<file path="src/logic/eth_stats_params.svh">
// --------------------------------------------------
// Record size, record header constants and default
// log beat width, shared by the packer and the top.
// --------------------------------------------------
`ifndef ETH_STATS_PARAMS_SVH
`define ETH_STATS_PARAMS_SVH

// size of one log record in bits.
`define ETH_LOG_RECORD_BITS 512

// default beat width of the log stream.
`define ETH_LOG_WIDTH_DEFAULT 64

// tag in the lowest 32 bits of each record.
`define ETH_LOG_MAGIC 32'h02425AFF

// payload bytes that follow the 8-byte record header.
`define ETH_LOG_LENGTH 16'd56

`endif

</file>
<file path="src/logic/eth_frame_pkg.sv">
// --------------------------------------------------
// Frame-side types, shared by the frame counters, the
// log packer and the top level.
// --------------------------------------------------
`default_nettype none

package eth_frame_pkg;

	// status reported with each frame completion strobe.
	typedef enum logic {
		FRAME_BAD  = 1'b0,
		FRAME_GOOD = 1'b1
	} frame_status_t;

	// --------------------------------------------------
	// Totals of one direction
	// --------------------------------------------------

	// all three fields are free-running 64-bit totals from reset.
	typedef struct packed {
		logic [63:0] bytes;
		logic [63:0] good;
		logic [63:0] bad;
	} stats_counts_t;

endpackage

`default_nettype wire

</file>
<file path="src/logic/eth_log_pkg.sv">
// --------------------------------------------------
// Log-side types for the record packer.
// --------------------------------------------------
`default_nettype none

package eth_log_pkg;

	// --------------------------------------------------
	// Packer state
	// --------------------------------------------------

	// LOG_IDLE waits for a trigger.
	// LOG_SEND streams the captured record one beat at a time
	// and goes back to idle after the tlast transfer.
	typedef enum logic {
		LOG_IDLE = 1'b0,
		LOG_SEND = 1'b1
	} log_state_t;

endpackage

`default_nettype wire

</file>
<file path="src/logic/eth_frame_counter.sv">
// --------------------------------------------------
// Byte, good-frame and bad-frame totals for one
// direction, fed by per-frame completion strobes.
// --------------------------------------------------
`timescale 1ns/1ns
`default_nettype none

module eth_frame_counter (
	input  logic                          clk,
	input  logic                          rst_n,

	// one strobe per completed frame, length and status valid with it.
	input  logic                          frame_done,
	input  logic [15:0]                   frame_len,
	input  eth_frame_pkg::frame_status_t  frame_status,

	output eth_frame_pkg::stats_counts_t  counts
);
	import eth_frame_pkg::*;

	logic [63:0] len_ext;

	// the frame length widened to the size of the byte total.
	assign len_ext = {48'd0, frame_len};

	// --------------------------------------------------
	// Accumulators
	// --------------------------------------------------

	// a strobe at one edge is visible in the totals right after it.
	// the counter never stalls, so every strobe is taken.
	always_ff @(posedge clk) begin
		if (!rst_n) begin
			counts.bytes <= 64'd0;
			counts.good  <= 64'd0;
			counts.bad   <= 64'd0;
		end else if (frame_done) begin
			counts.bytes <= counts.bytes + len_ext;

			// exactly one of good and bad moves per frame.
			if (frame_status == FRAME_GOOD) begin
				counts.good <= counts.good + 64'd1;
			end else begin
				counts.bad <= counts.bad + 64'd1;
			end
		end
	end

	// the byte total counts bad frames as well.
	// a frame length of zero still counts as one frame.

endmodule

`default_nettype wire

</file>
<file path="src/logic/eth_stats_log_packer.sv">
// --------------------------------------------------
// Snapshots both directions' totals on a trigger and
// streams them as one 512-bit record in log_width beats.
// --------------------------------------------------
`timescale 1ns/1ns
`default_nettype none
`include "eth_stats_params.svh"

module eth_stats_log_packer #(
	parameter int log_width = `ETH_LOG_WIDTH_DEFAULT
) (
	input  logic                          clk,
	input  logic                          rst_n,

	input  logic                          trigger,
	input  logic [15:0]                   log_id,
	input  eth_frame_pkg::stats_counts_t  tx_counts,
	input  eth_frame_pkg::stats_counts_t  rx_counts,
	output logic [63:0]                   overflow_count,

	// log stream master.
	output logic [log_width-1:0]          m_axis_log_tdata,
	output logic                          m_axis_log_tlast,
	output logic                          m_axis_log_tvalid,
	input  logic                          m_axis_log_tready
);
	import eth_log_pkg::*;

	// number of beats per record and the size of the beat counter.
	localparam int beat_count = `ETH_LOG_RECORD_BITS / log_width;
	localparam int cnt_width  = (beat_count > 1) ? $clog2(beat_count) : 1;
	localparam logic [cnt_width-1:0] last_beat = cnt_width'(beat_count - 1);

	log_state_t                       state;
	logic [cnt_width-1:0]             beat_cnt;
	logic [`ETH_LOG_RECORD_BITS-1:0]  shift_buf;
	logic [`ETH_LOG_RECORD_BITS-1:0]  record;
	logic [63:0]                      timestamp;
	logic                             beat_done;

	// --------------------------------------------------
	// Timestamp
	// --------------------------------------------------

	// free-running cycle count, zero while in reset.
	always_ff @(posedge clk) begin
		if (!rst_n) begin
			timestamp <= 64'd0;
		end else begin
			timestamp <= timestamp + 64'd1;
		end
	end

	// --------------------------------------------------
	// Record assembly
	// --------------------------------------------------

	// the header sits in the low 64 bits, so it leaves in the first beat.
	assign record = {
		rx_counts.bad, rx_counts.good, rx_counts.bytes,
		tx_counts.bad, tx_counts.good, tx_counts.bytes,
		timestamp,
		`ETH_LOG_LENGTH, log_id, `ETH_LOG_MAGIC
	};

	assign beat_done = m_axis_log_tvalid && m_axis_log_tready;

	// --------------------------------------------------
	// Sending FSM
	// --------------------------------------------------

	always_ff @(posedge clk) begin
		if (!rst_n) begin
			state          <= LOG_IDLE;
			beat_cnt       <= '0;
			overflow_count <= 64'd0;
		end else begin
			case (state)
				LOG_IDLE: begin
					if (trigger) begin
						state    <= LOG_SEND;
						beat_cnt <= '0;
					end
				end
				LOG_SEND: begin
					// a trigger while busy is only counted.
					if (trigger) begin
						overflow_count <= overflow_count + 64'd1;
					end
					if (beat_done) begin
						if (m_axis_log_tlast) begin
							state <= LOG_IDLE;
						end else begin
							beat_cnt <= beat_cnt + cnt_width'(1);
						end
					end
				end
				default: state <= LOG_IDLE;
			endcase
		end
	end

	// the buffer is loaded at the trigger and shifted down one beat
	// per transfer, so the current beat is always in the low bits.
	always_ff @(posedge clk) begin
		if (state == LOG_IDLE && trigger) begin
			shift_buf <= record;
		end else if (beat_done) begin
			shift_buf <= shift_buf >> log_width;
		end
	end

	assign m_axis_log_tdata  = shift_buf[log_width-1:0];
	assign m_axis_log_tvalid = (state == LOG_SEND);
	assign m_axis_log_tlast  = (state == LOG_SEND) && (beat_cnt == last_beat);

endmodule

`default_nettype wire

</file>
<file path="src/logic/eth_stats_collector.sv">
// --------------------------------------------------
// Statistics top level with a transmit counter, a receive
// counter and the log packer behind plain ports.
// --------------------------------------------------
`timescale 1ns/1ns
`default_nettype none
`include "eth_stats_params.svh"

module eth_stats_collector (
	input  logic                               clk,
	input  logic                               rst_n,

	// transmit frame completions.
	input  logic                               tx_frame_done,
	input  logic [15:0]                        tx_frame_len,
	input  logic                               tx_frame_ok,

	// receive frame completions.
	input  logic                               rx_frame_done,
	input  logic [15:0]                        rx_frame_len,
	input  logic                               rx_frame_ok,

	input  logic                               log_trigger,
	input  logic [15:0]                        log_id,
	output logic [63:0]                        overflow_count,

	// log stream master.
	output logic [`ETH_LOG_WIDTH_DEFAULT-1:0]  m_axis_log_tdata,
	output logic                               m_axis_log_tlast,
	output logic                               m_axis_log_tvalid,
	input  logic                               m_axis_log_tready
);
	import eth_frame_pkg::*;

	frame_status_t tx_status;
	frame_status_t rx_status;
	stats_counts_t tx_counts;
	stats_counts_t rx_counts;

	// a high ok bit means a good frame.
	assign tx_status = frame_status_t'(tx_frame_ok);
	assign rx_status = frame_status_t'(rx_frame_ok);

	// --------------------------------------------------
	// Per-direction counters
	// --------------------------------------------------

	eth_frame_counter tx_counter (
		.clk          (clk),
		.rst_n        (rst_n),
		.frame_done   (tx_frame_done),
		.frame_len    (tx_frame_len),
		.frame_status (tx_status),
		.counts       (tx_counts)
	);

	eth_frame_counter rx_counter (
		.clk          (clk),
		.rst_n        (rst_n),
		.frame_done   (rx_frame_done),
		.frame_len    (rx_frame_len),
		.frame_status (rx_status),
		.counts       (rx_counts)
	);

	// --------------------------------------------------
	// Record packer
	// --------------------------------------------------

	eth_stats_log_packer #(
		.log_width (`ETH_LOG_WIDTH_DEFAULT)
	) log_packer (
		.clk               (clk),
		.rst_n             (rst_n),
		.trigger           (log_trigger),
		.log_id            (log_id),
		.tx_counts         (tx_counts),
		.rx_counts         (rx_counts),
		.overflow_count    (overflow_count),
		.m_axis_log_tdata  (m_axis_log_tdata),
		.m_axis_log_tlast  (m_axis_log_tlast),
		.m_axis_log_tvalid (m_axis_log_tvalid),
		.m_axis_log_tready (m_axis_log_tready)
	);

endmodule

`default_nettype wire

</file>
<file path="config.mk">
export PLATFORM = sky130hd
export DESIGN_NAME = eth_stats_collector
export DESIGN_NICKNAME = d
export VERILOG_FILES = /design/src/logic/eth_frame_pkg.sv /design/src/logic/eth_log_pkg.sv /design/src/logic/eth_frame_counter.sv /design/src/logic/eth_stats_log_packer.sv /design/src/logic/eth_stats_collector.sv
export VERILOG_INCLUDE_DIRS = /design/src /design/src/logic
export SDC_FILE = /design/constraint.sdc
export NUM_CORES = 2
export LEC_CHECK = 0
export ABC_AREA = 1
export BUFFER_PORTS_ARGS = -buffer_cell sky130_fd_sc_hd__clkbuf_2
export CAP_MARGIN = 0
export CORE_MARGIN = 3
export CORE_UTILIZATION = 50
export CTS_CLUSTER_DIAMETER = 200
export DETAILED_ROUTE_END_ITERATION = 16
export PLACE_DENSITY_LB_ADDON = 0.2
export SLEW_MARGIN = 10
export SYNTH_ARGS = -nofsm -noshare
export SYNTH_HDL_FRONTEND = slang
export SYNTH_SLANG_ARGS = --single-unit
</file>
<file path="constraint.sdc">
create_clock -name clk -period 16.95 [get_ports clk]
set_clock_uncertainty 0.15 [all_clocks]
set_input_delay 2.5425 -clock clk [delete_from_list [all_inputs] [get_ports clk]]
set_output_delay 2.5425 -clock clk [all_outputs]
set_load 0.01 [all_outputs]
</file>
== Word-level counts from Yosys, hierarchy flattened ==
Index checks and enable logic that the tools add are counted.

* Input bits: 56
* Bits in registers: 1,028

* Equality and inequality tests: 4
* Reductions and logical operators: 10
* Muxes and demuxes: 10
* $add $sub $neg: 9
* Bitwise operators: 3

{| class="wikitable"
|+ Operator list
! operator !! count
|-
| $mux 512 || 2
|-
| $add 64x1->64 const B || 6
|-
| $add 64x16->64 || 2
|-
| $reduce_and 2->1 || 5
|-
| $mux 3 || 3
|-
| $ne 2x2->1 const B || 3
|-
| $pmux 3 s2 || 1
|-
| $add 3x1->3 const B || 1
|-
| $eq 3x3->1 const B || 1
|-
| $logic_and 1x1->1 || 3
|-
| $mux 1 || 3
|-
| $not 1->1 || 3
|-
| $reduce_and 3->1 || 1
|-
| $pmux 1 s2 || 1
|-
| $reduce_bool 2->1 || 1
|}

== Longest topological paths before layout ==
* Depth after elaboration: 5
* Mapped depth: 13
* Gate-level depth less buffers: 13

== By module ==
From an unflattened synthesis, not the netlist that was laid out.

* Cells, all modules: 6,933
* Area total of the unflattened synthesis: 53,123.4 sq um

{| class="wikitable"
|+ By module, submodules not included
! module !! cells each !! instances !! area an instance (sq um)
|-
| eth_stats_log_packer || 2,569 || 1 || 27,976.8
|-
| eth_frame_counter || 2,182 || 2 || 12,573.3
|}

== Worst setup path before layout ==
No wires, ideal clock.

* Path type: input-to-reg
* Start: input log_trigger
* End: register log_packer.shift_buf[100] (enable)
* Path slack: 0.087 ns
* Required time: 15.791 ns
* Data arrival time: 15.705 ns
* Library setup time: 1.009 ns
* Stages: 6
* Path through: buf_4 > inv_1 > nor2_1 > nor2_1 > inv_2 > buf_1

* Word-level cells in the longest chain between the ends: 2

{| class="wikitable"
|+ Ends and longest elaborated chain
! what !! RTL line !! text
|-
| from (decl) || eth_stats_collector.sv:23 || <nowiki>input logic log_trigger,</nowiki>
|-
| $logic_and 1x1->1 || eth_stats_log_packer.sv:106 || <nowiki>if (state == LOG_IDLE && trigger) begin</nowiki>
|-
| $reduce_bool 2->1 (no source line) || -- ||
|-
| to (signal assigned) || eth_stats_log_packer.sv:107 || <nowiki>shift_buf <= record;</nowiki>
|-
| to (signal assigned) || eth_stats_log_packer.sv:109 || <nowiki>shift_buf <= shift_buf >> log_width;</nowiki>
|-
| to (decl) || eth_stats_log_packer.sv:36 || <nowiki>logic [`ETH_LOG_RECORD_BITS-1:0] shift_buf;</nowiki>
|}

Every way passes these cells.
A chain may end at the register's enable or synchronous reset.

==> summary.txt <==
Longest Clk Path Bufs: 3
Worst relative slew slack: 0.2499
Sequential share of the synthesized area: 0.4908
Critical path depth in cells: 8
Worst path required time: 17.32 ns
Post-synthesis register bit count: 1,028
Reg2reg setup slack: 11.84 ns
Final Max Slew Viols: 0
Area after DPL: 53,020 um^2
Max_cap viols: 0
Total track usage: 0.3014
Top cells by area, synth: edfxtp_1 27%, dfxtp_1 22%, nand2_1 12%
Routed len/inst: 19.83 um
Largest net degree at the start of global routing: 150
FMAX: 160.9 MHz
Die width: 326.6 um
PortBufs: 185
Core Rows: 116
Final worst path period share: 0.3666
Pwr dens: 100.6 nW/um^2
Wirelength, routed: 164,000 um
Buffers and inverters on the worst path: 5
DR pass1 iterations: 6
ANT nets after route: 0
Post-synth cell types: 48
Layout cell share with drive strength beyond 1: 0.07403
Yosys top cell by area: edfxtp_1
Fin area: 56,950 um^2
Setup_tns: 0 ns
Average size of a mapped cell: 7.615 um^2
Yosys top cell area share: 0.2711
Final nets: 6,915
P&R area growth vs syn: 10.81%
CP Launch Type: input pin
Critical path cell sequence: clkbuf_2 > nand2_2 > inv_8 > buf_4 > buf_4 > buf_4 > nand2_1 > o21ai_0
# diodes: 0
Ys flop type: dfxtp_1
Syn Inst Count: 6,748
DRC: 0
Clk Latency, worst-skew pair: 0.70 ns
Critical Path End: log_packer.shift_buf[411]$_DFFE_PP_
Critical path class: in -> reg
R2R depth: 7
Initial Util: 0.5087
Syn Nets: 6,846
Final setup fails: 0
Hold_buf cts: 0
Hold crit path type: reg -> reg
TritonCTS Buffers: 112
Vias: 45,810
Crit-path max FO: 90
Core Box Area: 101,000 um^2
Final Wtd Congestion: 0.9809
CP max stage delay: 0.83 ns
Die ar.: 106,700 um^2
Chip height: 326.6 um
Leak: 20.73 nW
Clock Pin Slew Worst Setup and Hold Paths: 0.06 ns
Finished Layout Cells: 8,273
Reg2reg start: log_packer.m_axis_log_tvalid$_SDFF_PN0_
Synth top cells by count: 1,605 x nand2_1, 945 x nor2_1, 827 x inv_1
CTS resizes: 0
Setup Buffers After CTS: 0
DR vias/cell: 5.538
Hold path start: log_packer.shift_buf[88]$_DFFE_PP_
# clock sinks: 1,028
Worst-Margin Slew: 1.125 ns
Fin crit period: 6.214 ns
I/O pins: 186
Vias in the first global route: 43,060
First-pass GRT wire length: 251,000 um
Setup crit start: m_axis_log_tready
H-tree Lvls: 3
Iteration-0 DRC count of the detailed router: 4,224
Placed Cells incl. Taps: 8,060
Status: complete, no violations
Setup crit end kind: flop
R2r endpoint: log_packer.shift_buf[411]$_DFFE_PP_
Hpwl dp: 121,400 um
Netlist Area Pre-Place: 51,390 um^2
VDD IR max: 0.00007642 V
Final Hold Fails: 0
CP arrival: 6.59 ns
Post-synth EDFFs: 464
Crit path max-delay family: buffers and inverters
Synth warn: 0
RSZ-0062 raised after global routing: false
Synth async-reset ratio: 0
Most numerous cell in the Yosys netlist: nand2_1
CTS tree: yes
Top cell by count, worst path: buf_4
Total gr overflow: 0
Root Buffer Master: clkbuf_16
CP max-delay cell: buf_4
Initial antenna violation count: 1
## report_power, final
part	internal, mW	total (mW)	switching [mW]
sequential	2.72	2.78	0.0603
clock	1.55	2.59	1.04
combinational	0.0965	0.360	0.264
## cells by family (layout without fill, tap and decap cells)
logic type                 after synthesis  in the layout  share of synthesized area
buffers and inverters                 1099           1267                    0.08578
AOI/OAI and AO/OA                     1070           1070                     0.1165
adders and majority gates               42             42                    0.01052
and+or+nand+nor                       3446           3446                     0.2857
DFF                                   1028           1028                     0.4908
xor gates and xnor gates                63             63                    0.01074
## routing by layer
layer	part of all wire	up-vias	global-route usage	routed length, um
li1	-	22360	-	-
met1	0.41	21270	0.3828	66590
met2	0.47	1743	0.4972	76460
met3	0.062	437	0.03586	10090
met4	0.066	0	0.1746	10890
met5	0	-	0	0
## flip-flops by register name, indices dropped and copies added (netlist names)
name	count
log_packer.overflow_count	64
log_packer.shift_buf	512
rx_counter.counts	192
tx_counter.counts	192
log_packer.timestamp	64
log_packer.beat_cnt	3
log_packer.m_axis_log_tvalid	1
## cells in the final DEF, fill, tap and decap left out, types with 53 or more instances in the layout
master	Yosys	layout
clkbuf_16	0	116
nand4_1	165	165
xor2_1	53	53
edfxtp_1	464	464
nand3_1	357	357
nand2_1	1605	1605
inv_1	827	826
a21oi_1	373	373
o21ai_0	520	520
nor2_1	945	943
clkbuf_2	0	184
dfxtp_1	564	564
nor3_1	224	224
a22o_1	75	75
## final cells by class
type,count,area [um^2]
Sequential cell,1028,25220
Tap cell,1357,1698
Multi-Input combinational cell,4621,21770
Clock buffer,145,3152
Fill cell,9543,44070
Clock inverter,68,777.0
Timing Repair Buffer,209,1129
Inverter,845,3199
## worst min path at each step
stage	depth (start not counted)	end
final	1	log_packer.shift_buf[24]$_SDFFE_PP0P_
after detailed placement	1	log_packer.shift_buf[20]$_SDFFE_PP0P_
after global placement	1	log_packer.shift_buf[24]$_SDFFE_PP0P_
after CTS	1	log_packer.shift_buf[20]$_SDFFE_PP0P_
after floorplan	2	rx_counter.counts[69]$_SDFFE_PN0P_
after global routing	1	log_packer.shift_buf[24]$_SDFFE_PP0P_
## metrics by stage
step / power (mW) / hold slack [ns] / utilization / worst slack, ns
2_1_floorplan: 3.103 / 0.2890 / - / 0.08664
3_3_place_gp: 3.180 / 0.2967 / 0.5248 / 10.16
3_5_place_dp: 3.186 / 0.3051 / 0.5248 / 10.10
4_1_cts: 5.759 / 0.3165 / 0.5637 / 10.86
5_1_grt: 5.919 / 0.3248 / 0.5637 / 10.49
6_report: 5.730 / 0.3134 / 0.5637 / 10.74
Power figures use the tool's default switching activity.
